$ cat src/disc_pkg.sv
// sample, batch and index types, tagged batch struct, fixed widths and sample limits
package disc_pkg;

  ////////////////////////////////////////////////////////////
  // fixed widths
  ////////////////////////////////////////////////////////////
  // bits per signed ADC sample
  localparam int SAMPLE_WIDTH = 16;
  // samples delivered per valid cycle
  localparam int PARALLEL_SAMPLES = 2;
  // batch index and timestamp width
  localparam int INDEX_WIDTH = 16;

  ////////////////////////////////////////////////////////////
  // types
  ////////////////////////////////////////////////////////////
  typedef logic signed [SAMPLE_WIDTH-1:0] sample_t;

  // sample 0 sits in the low bits
  typedef logic [PARALLEL_SAMPLES-1:0][SAMPLE_WIDTH-1:0] batch_t;

  // counts valid batches since reset_state, wraps
  typedef logic [INDEX_WIDTH-1:0] index_t;

  // extreme sample values, used as a never-trigger threshold pair
  localparam sample_t SAMPLE_MAX = {1'b0, {(SAMPLE_WIDTH - 1){1'b1}}};
  localparam sample_t SAMPLE_MIN = {1'b1, {(SAMPLE_WIDTH - 1){1'b0}}};

  // batch as it travels through the data delay line
  typedef struct packed {
    logic   valid;
    index_t index;
    batch_t data;
  } tagged_batch_t;

endpackage
$ cat src/sample_discriminator.sv
// sample_discriminator: top level with per-channel analog triggers and discriminator channels
`timescale 1ns/1ps

module sample_discriminator #(
  parameter int CHANNELS = 2,
  parameter int MAX_DELAY_CYCLES = 16
) (
  input  logic                                                adc_clk,
  input  logic                                                arst_n_i,
  input  disc_pkg::batch_t [CHANNELS-1:0]                     data_i,
  input  logic [CHANNELS-1:0]                                 valid_i,
  input  logic [CHANNELS-1:0]                                 digital_trig_i,
  output disc_pkg::batch_t [CHANNELS-1:0]                     data_o,
  output logic [CHANNELS-1:0]                                 valid_o,
  output disc_pkg::index_t [CHANNELS-1:0]                     ts_o,
  output logic [CHANNELS-1:0]                                 ts_valid_o,
  input  logic                                                reset_state_i,
  input  logic                                                cfg_load_i,
  input  disc_pkg::sample_t [CHANNELS-1:0]                    low_thresh_i,
  input  disc_pkg::sample_t [CHANNELS-1:0]                    high_thresh_i,
  input  logic [CHANNELS-1:0][$clog2(MAX_DELAY_CYCLES+1)-1:0] start_delay_i,
  input  logic [CHANNELS-1:0][$clog2(MAX_DELAY_CYCLES+1)-1:0] stop_delay_i,
  input  logic [CHANNELS-1:0][$clog2(MAX_DELAY_CYCLES+1)-1:0] digital_delay_i,
  input  logic [CHANNELS-1:0][$clog2(2*CHANNELS)-1:0]         trig_src_i,
  input  logic [CHANNELS-1:0]                                 disable_i
);

  import disc_pkg::*;

  // every channel may select any of these
  logic [CHANNELS-1:0] analog_trig;

  for (genvar ch = 0; ch < CHANNELS; ch++) begin : g_channel

    ////////////////////////////////////////////////////////////
    // analog trigger
    ////////////////////////////////////////////////////////////
    sample_t low_thresh_q;
    sample_t high_thresh_q;

    // extreme thresholds after reset, comparator never fires
    always_ff @(posedge adc_clk or negedge arst_n_i) begin
      if (!arst_n_i) begin
        low_thresh_q  <= SAMPLE_MIN;
        high_thresh_q <= SAMPLE_MAX;
      end else if (cfg_load_i) begin
        low_thresh_q  <= low_thresh_i[ch];
        high_thresh_q <= high_thresh_i[ch];
      end
    end

    hysteresis_trigger hyst_inst (
      .adc_clk       (adc_clk),
      .arst_n_i      (arst_n_i),
      .clear_i       (reset_state_i),
      .data_i        (data_i[ch]),
      .valid_i       (valid_i[ch]),
      .low_thresh_i  (low_thresh_q),
      .high_thresh_i (high_thresh_q),
      .trig_o        (analog_trig[ch])
    );

    ////////////////////////////////////////////////////////////
    // channel datapath
    ////////////////////////////////////////////////////////////
    discriminator_channel #(
      .CHANNELS         (CHANNELS),
      .MAX_DELAY_CYCLES (MAX_DELAY_CYCLES),
      .CHANNEL_INDEX    (ch)
    ) channel_inst (
      .adc_clk         (adc_clk),
      .arst_n_i        (arst_n_i),
      .reset_state_i   (reset_state_i),
      .cfg_load_i      (cfg_load_i),
      .start_delay_i   (start_delay_i[ch]),
      .stop_delay_i    (stop_delay_i[ch]),
      .digital_delay_i (digital_delay_i[ch]),
      .trig_src_i      (trig_src_i[ch]),
      .disable_i       (disable_i[ch]),
      .data_i          (data_i[ch]),
      .valid_i         (valid_i[ch]),
      .analog_trig_i   (analog_trig),
      .digital_trig_i  (digital_trig_i),
      .data_o          (data_o[ch]),
      .valid_o         (valid_o[ch]),
      .ts_o            (ts_o[ch]),
      .ts_valid_o      (ts_valid_o[ch])
    );

  end

endmodule

$ cat src/discriminator_channel.sv
// discriminator_channel: config registers, trigger select, batch index, delay lines, gate, output
`timescale 1ns/1ps

module discriminator_channel #(
  parameter int CHANNELS = 2,
  parameter int MAX_DELAY_CYCLES = 16,
  parameter int CHANNEL_INDEX = 0
) (
  input  logic                                  adc_clk,
  input  logic                                  arst_n_i,
  input  logic                                  reset_state_i,
  input  logic                                  cfg_load_i,
  input  logic [$clog2(MAX_DELAY_CYCLES+1)-1:0] start_delay_i,
  input  logic [$clog2(MAX_DELAY_CYCLES+1)-1:0] stop_delay_i,
  input  logic [$clog2(MAX_DELAY_CYCLES+1)-1:0] digital_delay_i,
  input  logic [$clog2(2*CHANNELS)-1:0]         trig_src_i,
  input  logic                                  disable_i,
  input  disc_pkg::batch_t                      data_i,
  input  logic                                  valid_i,
  input  logic [CHANNELS-1:0]                   analog_trig_i,
  input  logic [CHANNELS-1:0]                   digital_trig_i,
  output disc_pkg::batch_t                      data_o,
  output logic                                  valid_o,
  output disc_pkg::index_t                      ts_o,
  output logic                                  ts_valid_o
);

  import disc_pkg::*;

  localparam int DELAY_WIDTH = $clog2(MAX_DELAY_CYCLES + 1);
  localparam int SRC_WIDTH   = $clog2(2 * CHANNELS);
  localparam int SEL_WIDTH   = (CHANNELS > 1) ? $clog2(CHANNELS) : 1;

  ////////////////////////////////////////////////////////////
  // configuration
  ////////////////////////////////////////////////////////////
  logic [DELAY_WIDTH-1:0] start_delay_q;
  logic [DELAY_WIDTH-1:0] stop_delay_q;
  logic [DELAY_WIDTH-1:0] digital_delay_q;
  logic [SRC_WIDTH-1:0]   trig_src_q;
  logic                   disable_q;

  // comes up disabled, own analog trigger, no delays
  always_ff @(posedge adc_clk or negedge arst_n_i) begin
    if (!arst_n_i) begin
      start_delay_q   <= '0;
      stop_delay_q    <= '0;
      digital_delay_q <= '0;
      trig_src_q      <= SRC_WIDTH'(CHANNEL_INDEX);
      disable_q       <= 1'b1;
    end else if (cfg_load_i) begin
      start_delay_q   <= start_delay_i;
      stop_delay_q    <= stop_delay_i;
      digital_delay_q <= digital_delay_i;
      trig_src_q      <= trig_src_i;
      disable_q       <= disable_i;
    end
  end

  ////////////////////////////////////////////////////////////
  // batch indexing
  ////////////////////////////////////////////////////////////
  index_t        index_q;
  index_t        index_cur;
  logic          tag_valid_q;
  index_t        tag_index_q;
  batch_t        tag_data_q;
  tagged_batch_t tag_in;
  tagged_batch_t tag_out;

  // a batch arriving with reset_state gets index 0
  assign index_cur = reset_state_i ? '0 : index_q;

  always_ff @(posedge adc_clk or negedge arst_n_i) begin
    if (!arst_n_i) begin
      index_q     <= '0;
      tag_valid_q <= 1'b0;
    end else begin
      index_q     <= index_cur + index_t'(valid_i);
      tag_valid_q <= valid_i;
    end
  end

  // one stage here lines the batch up with the registered trigger
  always_ff @(posedge adc_clk) begin
    if (valid_i) begin
      tag_index_q <= index_cur;
      tag_data_q  <= data_i;
    end
  end

  assign tag_in = '{valid: tag_valid_q, index: tag_index_q, data: tag_data_q};

  // data waits start_delay cycles so earlier batches can still be kept
  delay_line #(
    .T                (tagged_batch_t),
    .MAX_DELAY_CYCLES (MAX_DELAY_CYCLES)
  ) data_delay_inst (
    .adc_clk  (adc_clk),
    .arst_n_i (arst_n_i),
    .delay_i  (start_delay_q),
    .in_i     (tag_in),
    .out_o    (tag_out)
  );

  ////////////////////////////////////////////////////////////
  // trigger source
  ////////////////////////////////////////////////////////////
  logic [SEL_WIDTH-1:0] analog_sel;
  logic [SEL_WIDTH-1:0] digital_sel;
  logic                 digital_raw;
  logic                 digital_delayed;
  logic                 digital_align_q;
  logic                 trig_sel;

  assign analog_sel  = SEL_WIDTH'(trig_src_q);
  assign digital_sel = SEL_WIDTH'(trig_src_q - SRC_WIDTH'(CHANNELS));
  assign digital_raw = digital_trig_i[digital_sel];

  delay_line #(
    .T                (logic),
    .MAX_DELAY_CYCLES (MAX_DELAY_CYCLES)
  ) trig_delay_inst (
    .adc_clk  (adc_clk),
    .arst_n_i (arst_n_i),
    .delay_i  (digital_delay_q),
    .in_i     (digital_raw),
    .out_o    (digital_delayed)
  );

  // match the one cycle of the registered analog comparator
  always_ff @(posedge adc_clk or negedge arst_n_i) begin
    if (!arst_n_i) begin
      digital_align_q <= 1'b0;
    end else if (reset_state_i) begin
      digital_align_q <= 1'b0;
    end else begin
      digital_align_q <= digital_delayed;
    end
  end

  assign trig_sel = (int'(trig_src_q) < CHANNELS) ? analog_trig_i[analog_sel] : digital_align_q;

  ////////////////////////////////////////////////////////////
  // gate and output stage
  ////////////////////////////////////////////////////////////
  logic                 keep;
  logic                 run_start;
  logic [DELAY_WIDTH:0] window;

  // trigger keeps start_delay earlier and stop_delay later batches
  assign window = {1'b0, start_delay_q} + {1'b0, stop_delay_q};

  gate_timer #(
    .WINDOW_WIDTH (DELAY_WIDTH + 1)
  ) gate_inst (
    .adc_clk     (adc_clk),
    .arst_n_i    (arst_n_i),
    .clear_i     (reset_state_i),
    .trig_i      (trig_sel),
    .step_i      (tag_valid_q),
    .out_valid_i (tag_out.valid),
    .window_i    (window),
    .keep_o      (keep),
    .run_start_o (run_start)
  );

  always_ff @(posedge adc_clk or negedge arst_n_i) begin
    if (!arst_n_i) begin
      valid_o    <= 1'b0;
      ts_valid_o <= 1'b0;
    end else begin
      valid_o    <= tag_out.valid && (disable_q || keep);
      ts_valid_o <= tag_out.valid && !disable_q && keep && run_start;
    end
  end

  always_ff @(posedge adc_clk) begin
    data_o <= tag_out.data;
    ts_o   <= tag_out.index;
  end

  // a loaded source must name an existing analog channel or digital input
  trig_src_range_a : assert property (
    @(posedge adc_clk) disable iff (!arst_n_i)
    cfg_load_i |=> int'(trig_src_q) < 2 * CHANNELS
  ) else $error("discriminator_channel: trigger source %0d out of range", trig_src_q);

endmodule

$ cat src/gate_timer.sv
// gate_timer: keep window counter and start-of-run marker
`timescale 1ns/1ps

module gate_timer #(
  parameter int WINDOW_WIDTH = 6
) (
  input  logic                    adc_clk,
  input  logic                    arst_n_i,
  input  logic                    clear_i,
  input  logic                    trig_i,
  input  logic                    step_i,
  input  logic                    out_valid_i,
  input  logic [WINDOW_WIDTH-1:0] window_i,
  output logic                    keep_o,
  output logic                    run_start_o
);

  // steps still to keep after the last trigger
  logic [WINDOW_WIDTH-1:0] remain_q;
  // keep decision of the last batch that left the delay line
  logic                    prev_keep_q;

  assign keep_o      = trig_i || (remain_q != '0);
  assign run_start_o = keep_o && !prev_keep_q;

  // window counter, advanced by batches on the trigger side
  always_ff @(posedge adc_clk or negedge arst_n_i) begin
    if (!arst_n_i) begin
      remain_q <= '0;
    end else if (clear_i) begin
      remain_q <= '0;
    end else if (step_i) begin
      if (trig_i) begin
        remain_q <= window_i;
      end else if (remain_q != '0) begin
        remain_q <= remain_q - 1'b1;
      end
    end
  end

  // run tracking follows the output side, so a trigger seen before
  // the first delayed batch still marks that batch as a run start
  always_ff @(posedge adc_clk or negedge arst_n_i) begin
    if (!arst_n_i) begin
      prev_keep_q <= 1'b0;
    end else if (clear_i) begin
      prev_keep_q <= 1'b0;
    end else if (out_valid_i) begin
      prev_keep_q <= keep_o;
    end
  end

endmodule

$ cat src/hysteresis_trigger.sv
// hysteresis_trigger: per-channel analog comparator with low and high thresholds
`timescale 1ns/1ps

module hysteresis_trigger (
  input  logic              adc_clk,
  input  logic              arst_n_i,
  input  logic              clear_i,
  input  disc_pkg::batch_t  data_i,
  input  logic              valid_i,
  input  disc_pkg::sample_t low_thresh_i,
  input  disc_pkg::sample_t high_thresh_i,
  output logic              trig_o
);

  import disc_pkg::*;

  logic any_above;
  logic all_below;

  // compare every sample of the batch against both thresholds
  always_comb begin
    sample_t sample;
    any_above = 1'b0;
    all_below = 1'b1;
    sample    = '0;
    for (int i = 0; i < PARALLEL_SAMPLES; i++) begin
      sample = data_i[i];
      if (sample > high_thresh_i) begin
        any_above = 1'b1;
      end
      if (!(sample < low_thresh_i)) begin
        all_below = 1'b0;
      end
    end
  end

  // trigger level, only moves on valid batches
  always_ff @(posedge adc_clk or negedge arst_n_i) begin
    if (!arst_n_i) begin
      trig_o <= 1'b0;
    end else if (clear_i) begin
      trig_o <= 1'b0;
    end else if (valid_i) begin
      if (any_above) begin
        trig_o <= 1'b1;
      end else if (all_below) begin
        trig_o <= 1'b0;
      end
      // between the thresholds the level holds
    end
  end

endmodule

$ cat src/delay_line.sv
// delay_line: shift register with a selectable tap for any payload type
`timescale 1ns/1ps

module delay_line #(
  parameter type T = logic,
  parameter int MAX_DELAY_CYCLES = 16
) (
  input  logic                                  adc_clk,
  input  logic                                  arst_n_i,
  input  logic [$clog2(MAX_DELAY_CYCLES+1)-1:0] delay_i,
  input  T                                      in_i,
  output T                                      out_o
);

  // width of an index into the stage array
  localparam int TAP_WIDTH = (MAX_DELAY_CYCLES > 1) ? $clog2(MAX_DELAY_CYCLES) : 1;

  T                     stage_q [MAX_DELAY_CYCLES];
  logic [TAP_WIDTH-1:0] tap_sel;

  // stage 0 holds the input from one cycle ago
  always_ff @(posedge adc_clk or negedge arst_n_i) begin
    if (!arst_n_i) begin
      for (int i = 0; i < MAX_DELAY_CYCLES; i++) begin
        stage_q[i] <= '0;
      end
    end else begin
      stage_q[0] <= in_i;
      for (int i = 1; i < MAX_DELAY_CYCLES; i++) begin
        stage_q[i] <= stage_q[i-1];
      end
    end
  end

  // a delay of n reads stage n-1
  assign tap_sel = TAP_WIDTH'(delay_i - 1'b1);

  // zero delay bypasses the register chain
  assign out_o = (delay_i == '0) ? in_i : stage_q[tap_sel];

  // the tap must stay inside the chain
  delay_in_range_a : assert property (
    @(posedge adc_clk) disable iff (!arst_n_i)
    int'(delay_i) <= MAX_DELAY_CYCLES
  ) else $error("delay_line: delay_i %0d beyond %0d stages", delay_i, MAX_DELAY_CYCLES);

endmodule

$ cat config.mk
export PLATFORM = sky130hd
export DESIGN_NAME = sample_discriminator
export DESIGN_NICKNAME = d
export VERILOG_FILES = /design/src/disc_pkg.sv /design/src/sample_discriminator.sv /design/src/discriminator_channel.sv /design/src/gate_timer.sv /design/src/hysteresis_trigger.sv /design/src/delay_line.sv
export SDC_FILE = /design/constraint.sdc
export NUM_CORES = 2
export LEC_CHECK = 0
export BUFFER_PORTS_ARGS = -buffer_cell sky130_fd_sc_hd__buf_2
export CAP_MARGIN = 25
export CORE_MARGIN = 5
export CORE_UTILIZATION = 32
export CTS_BUF_LIST = sky130_fd_sc_hd__clkbuf_8
export CTS_CLUSTER_DIAMETER = 50
export DETAILED_ROUTE_END_ITERATION = 8
export HOLD_SLACK_MARGIN = 0.08
export PLACE_DENSITY = 0.46
export SLEW_MARGIN = 20
export SYNTH_ARGS = -nofsm -noshare
export SYNTH_HDL_FRONTEND = slang
export SYNTH_SLANG_ARGS = --single-unit
$ cat constraint.sdc
create_clock -name adc_clk -period 2.8 [get_ports adc_clk]
set_input_delay 0.56 -clock adc_clk [delete_from_list [all_inputs] [get_ports adc_clk]]
set_output_delay 0.56 -clock adc_clk [all_outputs]
set_load 0.05 [all_outputs]
== Yosys cells after proc, flatten, opt, wreduce, memory -nomap -nowiden ==
Index checks and enable logic that the tools add are counted.
Operators by class
  $add $sub $neg: 12
  div/mod/pow operators: 0
  shifts and indexed selects: 0
  reduce and logical (&&, ||, !) cells: 38
  mux-type cells: 58
  $lt $le $gt $ge: 18
  equal/unequal tests: 0
  bitwise operators: 4
  $mul: 0
Operator list (count)
  49-bit binary-select mux with 4-bit select: 2
  49-bit two-way mux: 6
  16-bit greater-than comparator: 4
  16-bit less-than comparator: 4
  6-bit two-way mux: 8
  1-bit two-way mux: 38
  16-bit by 1-bit adder with 16-bit output: 2
  16-bit two-way mux: 2
  5-bit >= comparator (second input constant): 4
  5-bit zero test: 4
  4-bit inverter with 5-bit output: 4
  4-bit by 1-bit subtractor with 4-bit output (second input constant): 4
  5-bit by 5-bit adder with 6-bit output: 2
  2-bit nonzero test: 6
  3-bit nonzero test: 4
  6-bit nonzero test: 2
  6-bit by 1-bit subtractor with 6-bit output (second input constant): 2
  1-bit logical AND: 10
  1-bit binary-select mux with 4-bit select: 2
  1-bit by 2-bit less-than comparator with 1-bit output (second input constant): 4
  2-bit AND reduction: 4
  1-bit zero test: 4
  1-bit logical OR: 4
  2-bit less-than comparator (second input constant): 2
  1-bit subtractor (second input constant): 2
Storage, ports and cells
  input bits: 172
  ROM bits: 0
  memories: 0
  RAM bits: 0
  logic and storage cells: 332
  register bits after elaboration: 1948
  latch bits: 0

== Depth between registers and ports, before layout ==
  word-level depth: 9
  mapped depth: 13
  depth with buffers taken out: 9

== Modules after synthesis ==
A second synthesis with hierarchy kept.
Second synthesis, totals
  cell total of the unflattened synthesis: 3741
  area total of the unflattened synthesis: 68901.1 um2
By module, submodules not included
  delay_line (g_channel[0].channel_inst.data_delay_inst ...): area each 26235.2 um2, instances 2, cells each 1264, seq. area each 19618.8 um2
  discriminator_channel (g_channel[1].channel_inst): area each 4221.5 um2, instances 1, cells each 250, seq. area each 3355.7 um2
  discriminator_channel (g_channel[0].channel_inst): area each 4220.3 um2, instances 1, cells each 250, seq. area each 3354.5 um2
  hysteresis_trigger: area each 1546.5 um2, instances 2, cells each 199, seq. area each 25.0 um2
  sample_discriminator: area each 2718.9 um2, instances 1, cells each 135, seq. area each 1641.6 um2
  delay_line (g_channel[0].channel_inst.trig_delay_inst ...): area each 609.3 um2, instances 2, cells each 33, seq. area each 400.4 um2
  gate_timer: area each 479.2 um2, instances 2, cells each 57, seq. area each 175.2 um2

== Least setup slack after synthesis ==
Ideal clock, no wire load.
  kind: register to register
  from: reg g_channel[0].channel_inst.start_delay_q[0]
  to: reg g_channel[0].channel_inst.ts_o[14]
  stages on the path, launching flop included: 13
  path slack: -287 ps
  data required time: 2669 ps
  library setup time: 131 ps
  arrival: 2956 ps
  cell sequence: dfrtp_1 -> buf_2 -> buf_2 -> buf_2 -> inv_1 -> ha_1 -> buf_2 -> clkbuf_1 -> clkbuf_1 -> mux4_2 -> mux2_2 -> a21oi_1 -> o21ai_0
RTL lines
  start, declared: RTL line discriminator_channel.sv:37  | logic [DELAY_WIDTH-1:0] start_delay_q;
  start signal, assigned: RTL line discriminator_channel.sv:52  | start_delay_q <= start_delay_i;
  end signal, assigned: RTL line discriminator_channel.sv:180  | ts_o <= tag_out.index;
  end, declared: RTL line discriminator_channel.sv:24  | output disc_pkg::index_t ts_o,

==> impl_results.html <==
<table>
<tr><th>Metric</th><th>Value</th></tr>
<tr><th colspan="2">Run status</th></tr>
<tr><td>Status</td><td>complete, no violations</td></tr>
<tr><th colspan="2">Setup path</th></tr>
<tr><td>CP max stage delay</td><td>between 400 and 500 ps</td></tr>
<tr><td>Setup Crit Path Kind</td><td>register to register</td></tr>
<tr><td>Data arrival time of the critical path</td><td>roughly 3400 ps</td></tr>
<tr><td>Cell occurring most often along the worst timing path</td><td>sky130_fd_sc_hd__buf_12</td></tr>
<tr><td>Gate family responsible for the most delay along the worst path</td><td>buffers and inverters</td></tr>
<tr><td>CP Capture Type</td><td>register</td></tr>
<tr><td>CP Launch Point</td><td>g_channel[0].channel_inst.start_delay_q[0]$_DFFE_PN0P_</td></tr>
<tr><td>Largest fanout on the critical path</td><td>20</td></tr>
<tr><td>Critical path's slowest cell</td><td>sky130_fd_sc_hd__ha_4</td></tr>
<tr><td>Number of buffers and inverters on the critical path</td><td>4</td></tr>
<tr><td>Kind of start point of the critical path</td><td>register</td></tr>
<tr><td>Crit path cell chain</td><td>inv_1, ha_4, buf_12, buf_12, buf_4, mux4_2, mux2_2, a21oi_1, o21ai_0</td></tr>
<tr><td>Worst R2R Start</td><td>g_channel[0].channel_inst.start_delay_q[0]$_DFFE_PN0P_</td></tr>
<tr><td>Data required time of the critical path</td><td>3680 ps</td></tr>
<tr><th colspan="2">Place</th></tr>
<tr><td>Final RePlAce weighted congestion</td><td>0.786</td></tr>
<tr><td>Final HPWL DP</td><td>about 100 mm</td></tr>
<tr><td>Total of buffers placed on input and output ports</td><td>271</td></tr>
<tr><th colspan="2">Floorplan</th></tr>
<tr><td>Initial core utilization</td><td>0.322</td></tr>
<tr><td>Area inside the core boundary</td><td>around 210000 sq um</td></tr>
<tr><td># IOs</td><td>around 270</td></tr>
<tr><td>Die Span X</td><td>472 um</td></tr>
<tr><td>Die Y-Extent</td><td>roughly 470 um</td></tr>
<tr><td>Number of standard-cell rows in the floorplan</td><td>169</td></tr>
<tr><td>Full die area</td><td>between 200000 and 250000 sq um</td></tr>
<tr><th colspan="2">CTS</th></tr>
<tr><td>H-Tree Depth</td><td>5</td></tr>
<tr><td>Clock-pin slew reported for the worst setup and hold paths after clock tree synthesis</td><td>around 60 ps</td></tr>
<tr><td>Setup fix buffers added after clock tree synthesis</td><td>0</td></tr>
<tr><td>Insertion delay of the later-clocked pin in the worst-skew pair</td><td>1050 ps</td></tr>
<tr><td>Max clock buf depth</td><td>4</td></tr>
<tr><td>Clock tree root buffer cell</td><td>sky130_fd_sc_hd__clkbuf_8</td></tr>
<tr><td>Clock net sink count</td><td>1948</td></tr>
<tr><td>CTS tree</td><td>built</td></tr>
<tr><td>Total clock buffers created by CTS</td><td>357</td></tr>
<tr><th colspan="2">GRT</th></tr>
<tr><td>Overall track demand over capacity in global routing</td><td>0.145</td></tr>
<tr><td>Number of global-route vias before repair</td><td>41200</td></tr>
<tr><td>Initial antenna violation count</td><td>14</td></tr>
<tr><td>Leftover overflow at the end of global routing</td><td>0</td></tr>
<tr><td>Largest net degree at the start of global routing</td><td>~110</td></tr>
<tr><td>Wire length of the first global-routing pass</td><td>251 mm</td></tr>
<tr><th colspan="2">Power and ir drop</th></tr>
<tr><td>Clock power frac</td><td>0.379</td></tr>
<tr><td>Leakage power</td><td>roughly 37 nW</td></tr>
<tr><td>Final total power</td><td>70.5 mW</td></tr>
<tr><td>PD cells</td><td>831 nW/um^2</td></tr>
<tr><td>Flop pwr share</td><td>0.459</td></tr>
<tr><td>Sw Share</td><td>0.279</td></tr>
<tr><td>Internal power component</td><td>about 50 mW</td></tr>
<tr><td>Share of power burned in combinational logic</td><td>0.162</td></tr>
<tr><td>Switching power summed over all nets</td><td>19.7 mW</td></tr>
<tr><td>Max VDD drop</td><td>0.000451 V</td></tr>
<tr><th colspan="2">Detailed routing</th></tr>
<tr><td>Initial detailed-routing violation count</td><td>2028</td></tr>
<tr><td>Residual DRC</td><td>0</td></tr>
<tr><td>DR WL/cell</td><td>19.9 um</td></tr>
<tr><td>Via count of the routed design</td><td>36500</td></tr>
<tr><td>Via density per instance</td><td>4.57</td></tr>
<tr><td>Number of iterations in the first detailed-routing pass</td><td>5</td></tr>
<tr><td>Remaining antenna violation count</td><td>0</td></tr>
<tr><td>Final wirelength</td><td>about 160 mm</td></tr>
<tr><th colspan="2">Cells and area</th></tr>
<tr><td>Final core occ</td><td>0.400</td></tr>
<tr><td>Storage element area</td><td>48800 sq um</td></tr>
<tr><td>Multi-input logic area</td><td>18500 sq um</td></tr>
<tr><td>Area grow syn2layout</td><td>24.3%</td></tr>
<tr><td>Proportion of layout cells with a drive suffix above 1</td><td>0.296</td></tr>
<tr><td>Fillers</td><td>19700</td></tr>
<tr><td>Count of nets after finishing</td><td>5192</td></tr>
<tr><th colspan="2">Timing</th></tr>
<tr><td>Slew Limit Fails</td><td>0</td></tr>
<tr><td>Final Hold Violating Endpoints</td><td>0</td></tr>
<tr><td>Portion of the clock cycle consumed by the worst path in the final layout</td><td>0.905</td></tr>
<tr><td>Maximum clock rate</td><td>slightly below 400 MHz</td></tr>
<tr><td>RSZ-0062 raised after global routing</td><td>no</td></tr>
<tr><td>Hold Slack</td><td>210 ps</td></tr>
<tr><td>Setup Viol. Count Final</td><td>0</td></tr>
<tr><td>Shortest clock period the worst path allows after layout</td><td>approximately 2500 ps</td></tr>
<tr><td>Transition time of the tightest slew-check pin</td><td>810 ps</td></tr>
<tr><td>Relative slew slack</td><td>0.458</td></tr>
<tr><td>Setup Skew</td><td>93.9 ps</td></tr>
<tr><td>Final-layout setup total negative slack</td><td>0 ps</td></tr>
<tr><th colspan="2">Run</th></tr>
<tr><td>Max_cap viols</td><td>0</td></tr>
<tr><th colspan="2">Synth</th></tr>
<tr><td>Syn_nets</td><td>roughly 4300</td></tr>
<tr><td>Post-synth EDFFs</td><td>96</td></tr>
<tr><td>Count of yosys warnings during synthesis</td><td>0</td></tr>
<tr><td>Ys async rst share</td><td>0.901</td></tr>
<tr><td>Main flop type after synthesis</td><td>sky130_fd_sc_hd__dfrtp_1</td></tr>
<tr><td>Yosys cell types</td><td>59</td></tr>
<tr><td>Mapped cell area</td><td>68300 sq um</td></tr>
<tr><td>Mean area per synthesized cell</td><td>roughly 17 sq um</td></tr>
<tr><td>Synthesized instance count</td><td>3958</td></tr>
<tr><td>Sequential element share of the synthesized area</td><td>0.714</td></tr>
<tr><td>Post-synthesis sequential element count</td><td>1948</td></tr>
<tr><th colspan="2">Min path</th></tr>
<tr><td>Launch point of the worst hold path</td><td>cfg_load_i</td></tr>
<tr><td>Class of the most critical hold timing path</td><td>primary input to register</td></tr>
</table>
worst reg2reg max path, cell delays in order, from the launching register on:
cell and delay, ps:
sky130_fd_sc_hd__dfrtp_4 420, sky130_fd_sc_hd__inv_1 80, sky130_fd_sc_hd__ha_4 480, sky130_fd_sc_hd__buf_12 220
sky130_fd_sc_hd__buf_12 210, sky130_fd_sc_hd__buf_4 220, sky130_fd_sc_hd__mux4_2 320, sky130_fd_sc_hd__mux2_2 280
sky130_fd_sc_hd__a21oi_1 130, sky130_fd_sc_hd__o21ai_0 90
layer usage:
metal  up-vias  share of wire  global-route usage
li1      16300              -                   -
met1     19200           0.49               0.213
met2       737           0.44               0.212
met3       276          0.050              0.0366
met4         2          0.024              0.0447
met5         -       0.000082                   0
cell type report:
type                            count  area share
Inverter                           84     0.00371
Clock buffer                      434      0.0703
Timing Repair Buffer              739      0.0771
Multi-Input combinational cell   1744       0.218
Sequential cell                  1948       0.574
Tap cell                         2821      0.0416
Clock inverter                    203      0.0142
Antenna cell                        9    0.000265
state kept, by name, summed over array words and instances (netlist names):
name and cells:
g_channel.channel_inst.digital_delay_q 10, g_channel.channel_inst.tag_data_q 64, g_channel.channel_inst.digital_align_q 2, g_channel.channel_inst.tag_valid_q 2, g_channel.channel_inst.trig_delay_inst.stage_q 32, g_channel.channel_inst.gate_inst.prev_keep_q 2
g_channel.channel_inst.ts_valid_o 2, g_channel.channel_inst.data_o 64, g_channel.channel_inst.ts_o 32, g_channel.channel_inst.gate_inst.remain_q 12, g_channel.channel_inst.start_delay_q 10, g_channel.channel_inst.trig_src_q 4
g_channel.low_thresh_q 32, g_channel.channel_inst.data_delay_inst.stage_q 1568, g_channel.hyst_inst.trig_o 2, g_channel.high_thresh_q 32, g_channel.channel_inst.index_q 32, g_channel.channel_inst.disable_q 2
g_channel.channel_inst.tag_index_q 32, g_channel.channel_inst.stop_delay_q 10, g_channel.channel_inst.valid_o 2
power by group through the flow:
stage	Clock [mW]	Combinational [mW]	Sequential, mW
after floorplan	0	5.56	34.0
after global placement	0	11.3	32.8
after detailed placement	0	11.3	32.9
after CTS	27.9	11.7	32.4
after global routing	29.3	12.5	32.7
final	26.7	11.5	32.4
metrics by stage:
step | area, sq um | worst slack [ps] | instances
2_1_floorplan | 68400 | 10.6 | 3958
6_report | 84900 | 266 | 7982
5_1_grt | 84900 | 41.4 | 7975
3_5_place_dp | 74900 | 12.8 | 7055
3_3_place_gp | 74900 | 19.8 | 7055
4_1_cts | 84900 | 137 | 7973
worst paths after layout:
path | endpoint | slack, ps | cells past startpoint
hold / removal | g_channel[0].high_thresh_q[9]$_DFFE_PN1P_ | 210 | 4
setup reg to reg | g_channel[0].channel_inst.ts_o[5]$_DFF_P_ | 270 | 9
max in group asynchronous | async pin | 1150 | 4
min in group asynchronous | async pin | 710 | 3
hold reg to reg | register | 300 | 0
setup / recovery | g_channel[0].channel_inst.ts_o[5]$_DFF_P_ | 270 | 9
synth_stat cells (6+ instances only):
library cell	n	area [sq um]
sky130_fd_sc_hd__buf_1	7	26.3
sky130_fd_sc_hd__nand2b_1	12	75.1
sky130_fd_sc_hd__a211oi_1	10	75.1
sky130_fd_sc_hd__mux4_2	404	9100
sky130_fd_sc_hd__nand2_1	202	758
sky130_fd_sc_hd__inv_1	84	315
sky130_fd_sc_hd__a21oi_1	142	711
sky130_fd_sc_hd__nor2b_1	39	244
sky130_fd_sc_hd__dfrtp_1	1721	43100
sky130_fd_sc_hd__xnor2_1	15	131
sky130_fd_sc_hd__dfstp_2	35	920
sky130_fd_sc_hd__mux2i_1	105	1050
sky130_fd_sc_hd__mux2_2	130	1460
sky130_fd_sc_hd__nand4_1	25	156
sky130_fd_sc_hd__nand3_1	17	85.1
sky130_fd_sc_hd__nor4b_1	6	52.6
sky130_fd_sc_hd__xor2_1	26	228
sky130_fd_sc_hd__edfxtp_1	96	2880
sky130_fd_sc_hd__o211ai_1	7	52.6
sky130_fd_sc_hd__ha_1	144	1800
sky130_fd_sc_hd__nor4_1	9	56.3
sky130_fd_sc_hd__buf_2	58	290
sky130_fd_sc_hd__a22oi_1	6	45.0
sky130_fd_sc_hd__nand3b_1	6	45.0
sky130_fd_sc_hd__dfxtp_1	96	1920
sky130_fd_sc_hd__a21o_1	24	180
sky130_fd_sc_hd__nor2_1	148	556
sky130_fd_sc_hd__nor3_1	11	55.1
sky130_fd_sc_hd__clkbuf_1	113	424
sky130_fd_sc_hd__o21ai_0	194	971
repair_timing:
action,CTS,global route
hold endpoints to repair,1273,0
gates resized for setup,0,0
hold buffers,281,0
logic make-up (layout without fill, tap and decap cells):
kind of cell,after synthesis,count (layout),share of synthesized area
AO/OA/AOI/OAI,418,418,0.0341
XOR/XNOR,41,41,0.00526
adder cells (fa/ha/maj),146,146,0.0270
buffers and inverters,266,1460,0.0159
flip-flops,1948,1948,0.714
multiplexers,641,641,0.171
other,0,9,0
AND/OR/NAND/NOR,498,498,0.0332
placed cells by master, fill, tap and decap left out, types with 25 or more instances in the layout:
| cell type | netlist | routed |
|---|---|---|
| sky130_fd_sc_hd__dfrtp_1 | 1721 | 1719 |
| sky130_fd_sc_hd__clkbuf_8 | 0 | 434 |
| sky130_fd_sc_hd__mux4_2 | 404 | 404 |
| sky130_fd_sc_hd__dlygate4sd3_1 | 0 | 280 |
| sky130_fd_sc_hd__buf_2 | 58 | 268 |
| sky130_fd_sc_hd__inv_1 | 84 | 234 |
| sky130_fd_sc_hd__nand2_1 | 202 | 202 |
| sky130_fd_sc_hd__o21ai_0 | 194 | 194 |
| sky130_fd_sc_hd__nor2_1 | 148 | 148 |
| sky130_fd_sc_hd__a21oi_1 | 142 | 142 |
| sky130_fd_sc_hd__ha_1 | 144 | 142 |
| sky130_fd_sc_hd__mux2_2 | 130 | 130 |
| sky130_fd_sc_hd__buf_4 | 4 | 113 |
| sky130_fd_sc_hd__mux2i_1 | 105 | 105 |
| sky130_fd_sc_hd__dfxtp_1 | 96 | 96 |
| sky130_fd_sc_hd__edfxtp_1 | 96 | 96 |
| sky130_fd_sc_hd__buf_12 | 0 | 77 |
| sky130_fd_sc_hd__nor2b_1 | 39 | 39 |
| sky130_fd_sc_hd__dfstp_2 | 35 | 35 |
| sky130_fd_sc_hd__nand4_1 | 25 | 25 |
| sky130_fd_sc_hd__clkinv_2 | 0 | 25 |
(Power assumes the default switching activity.)
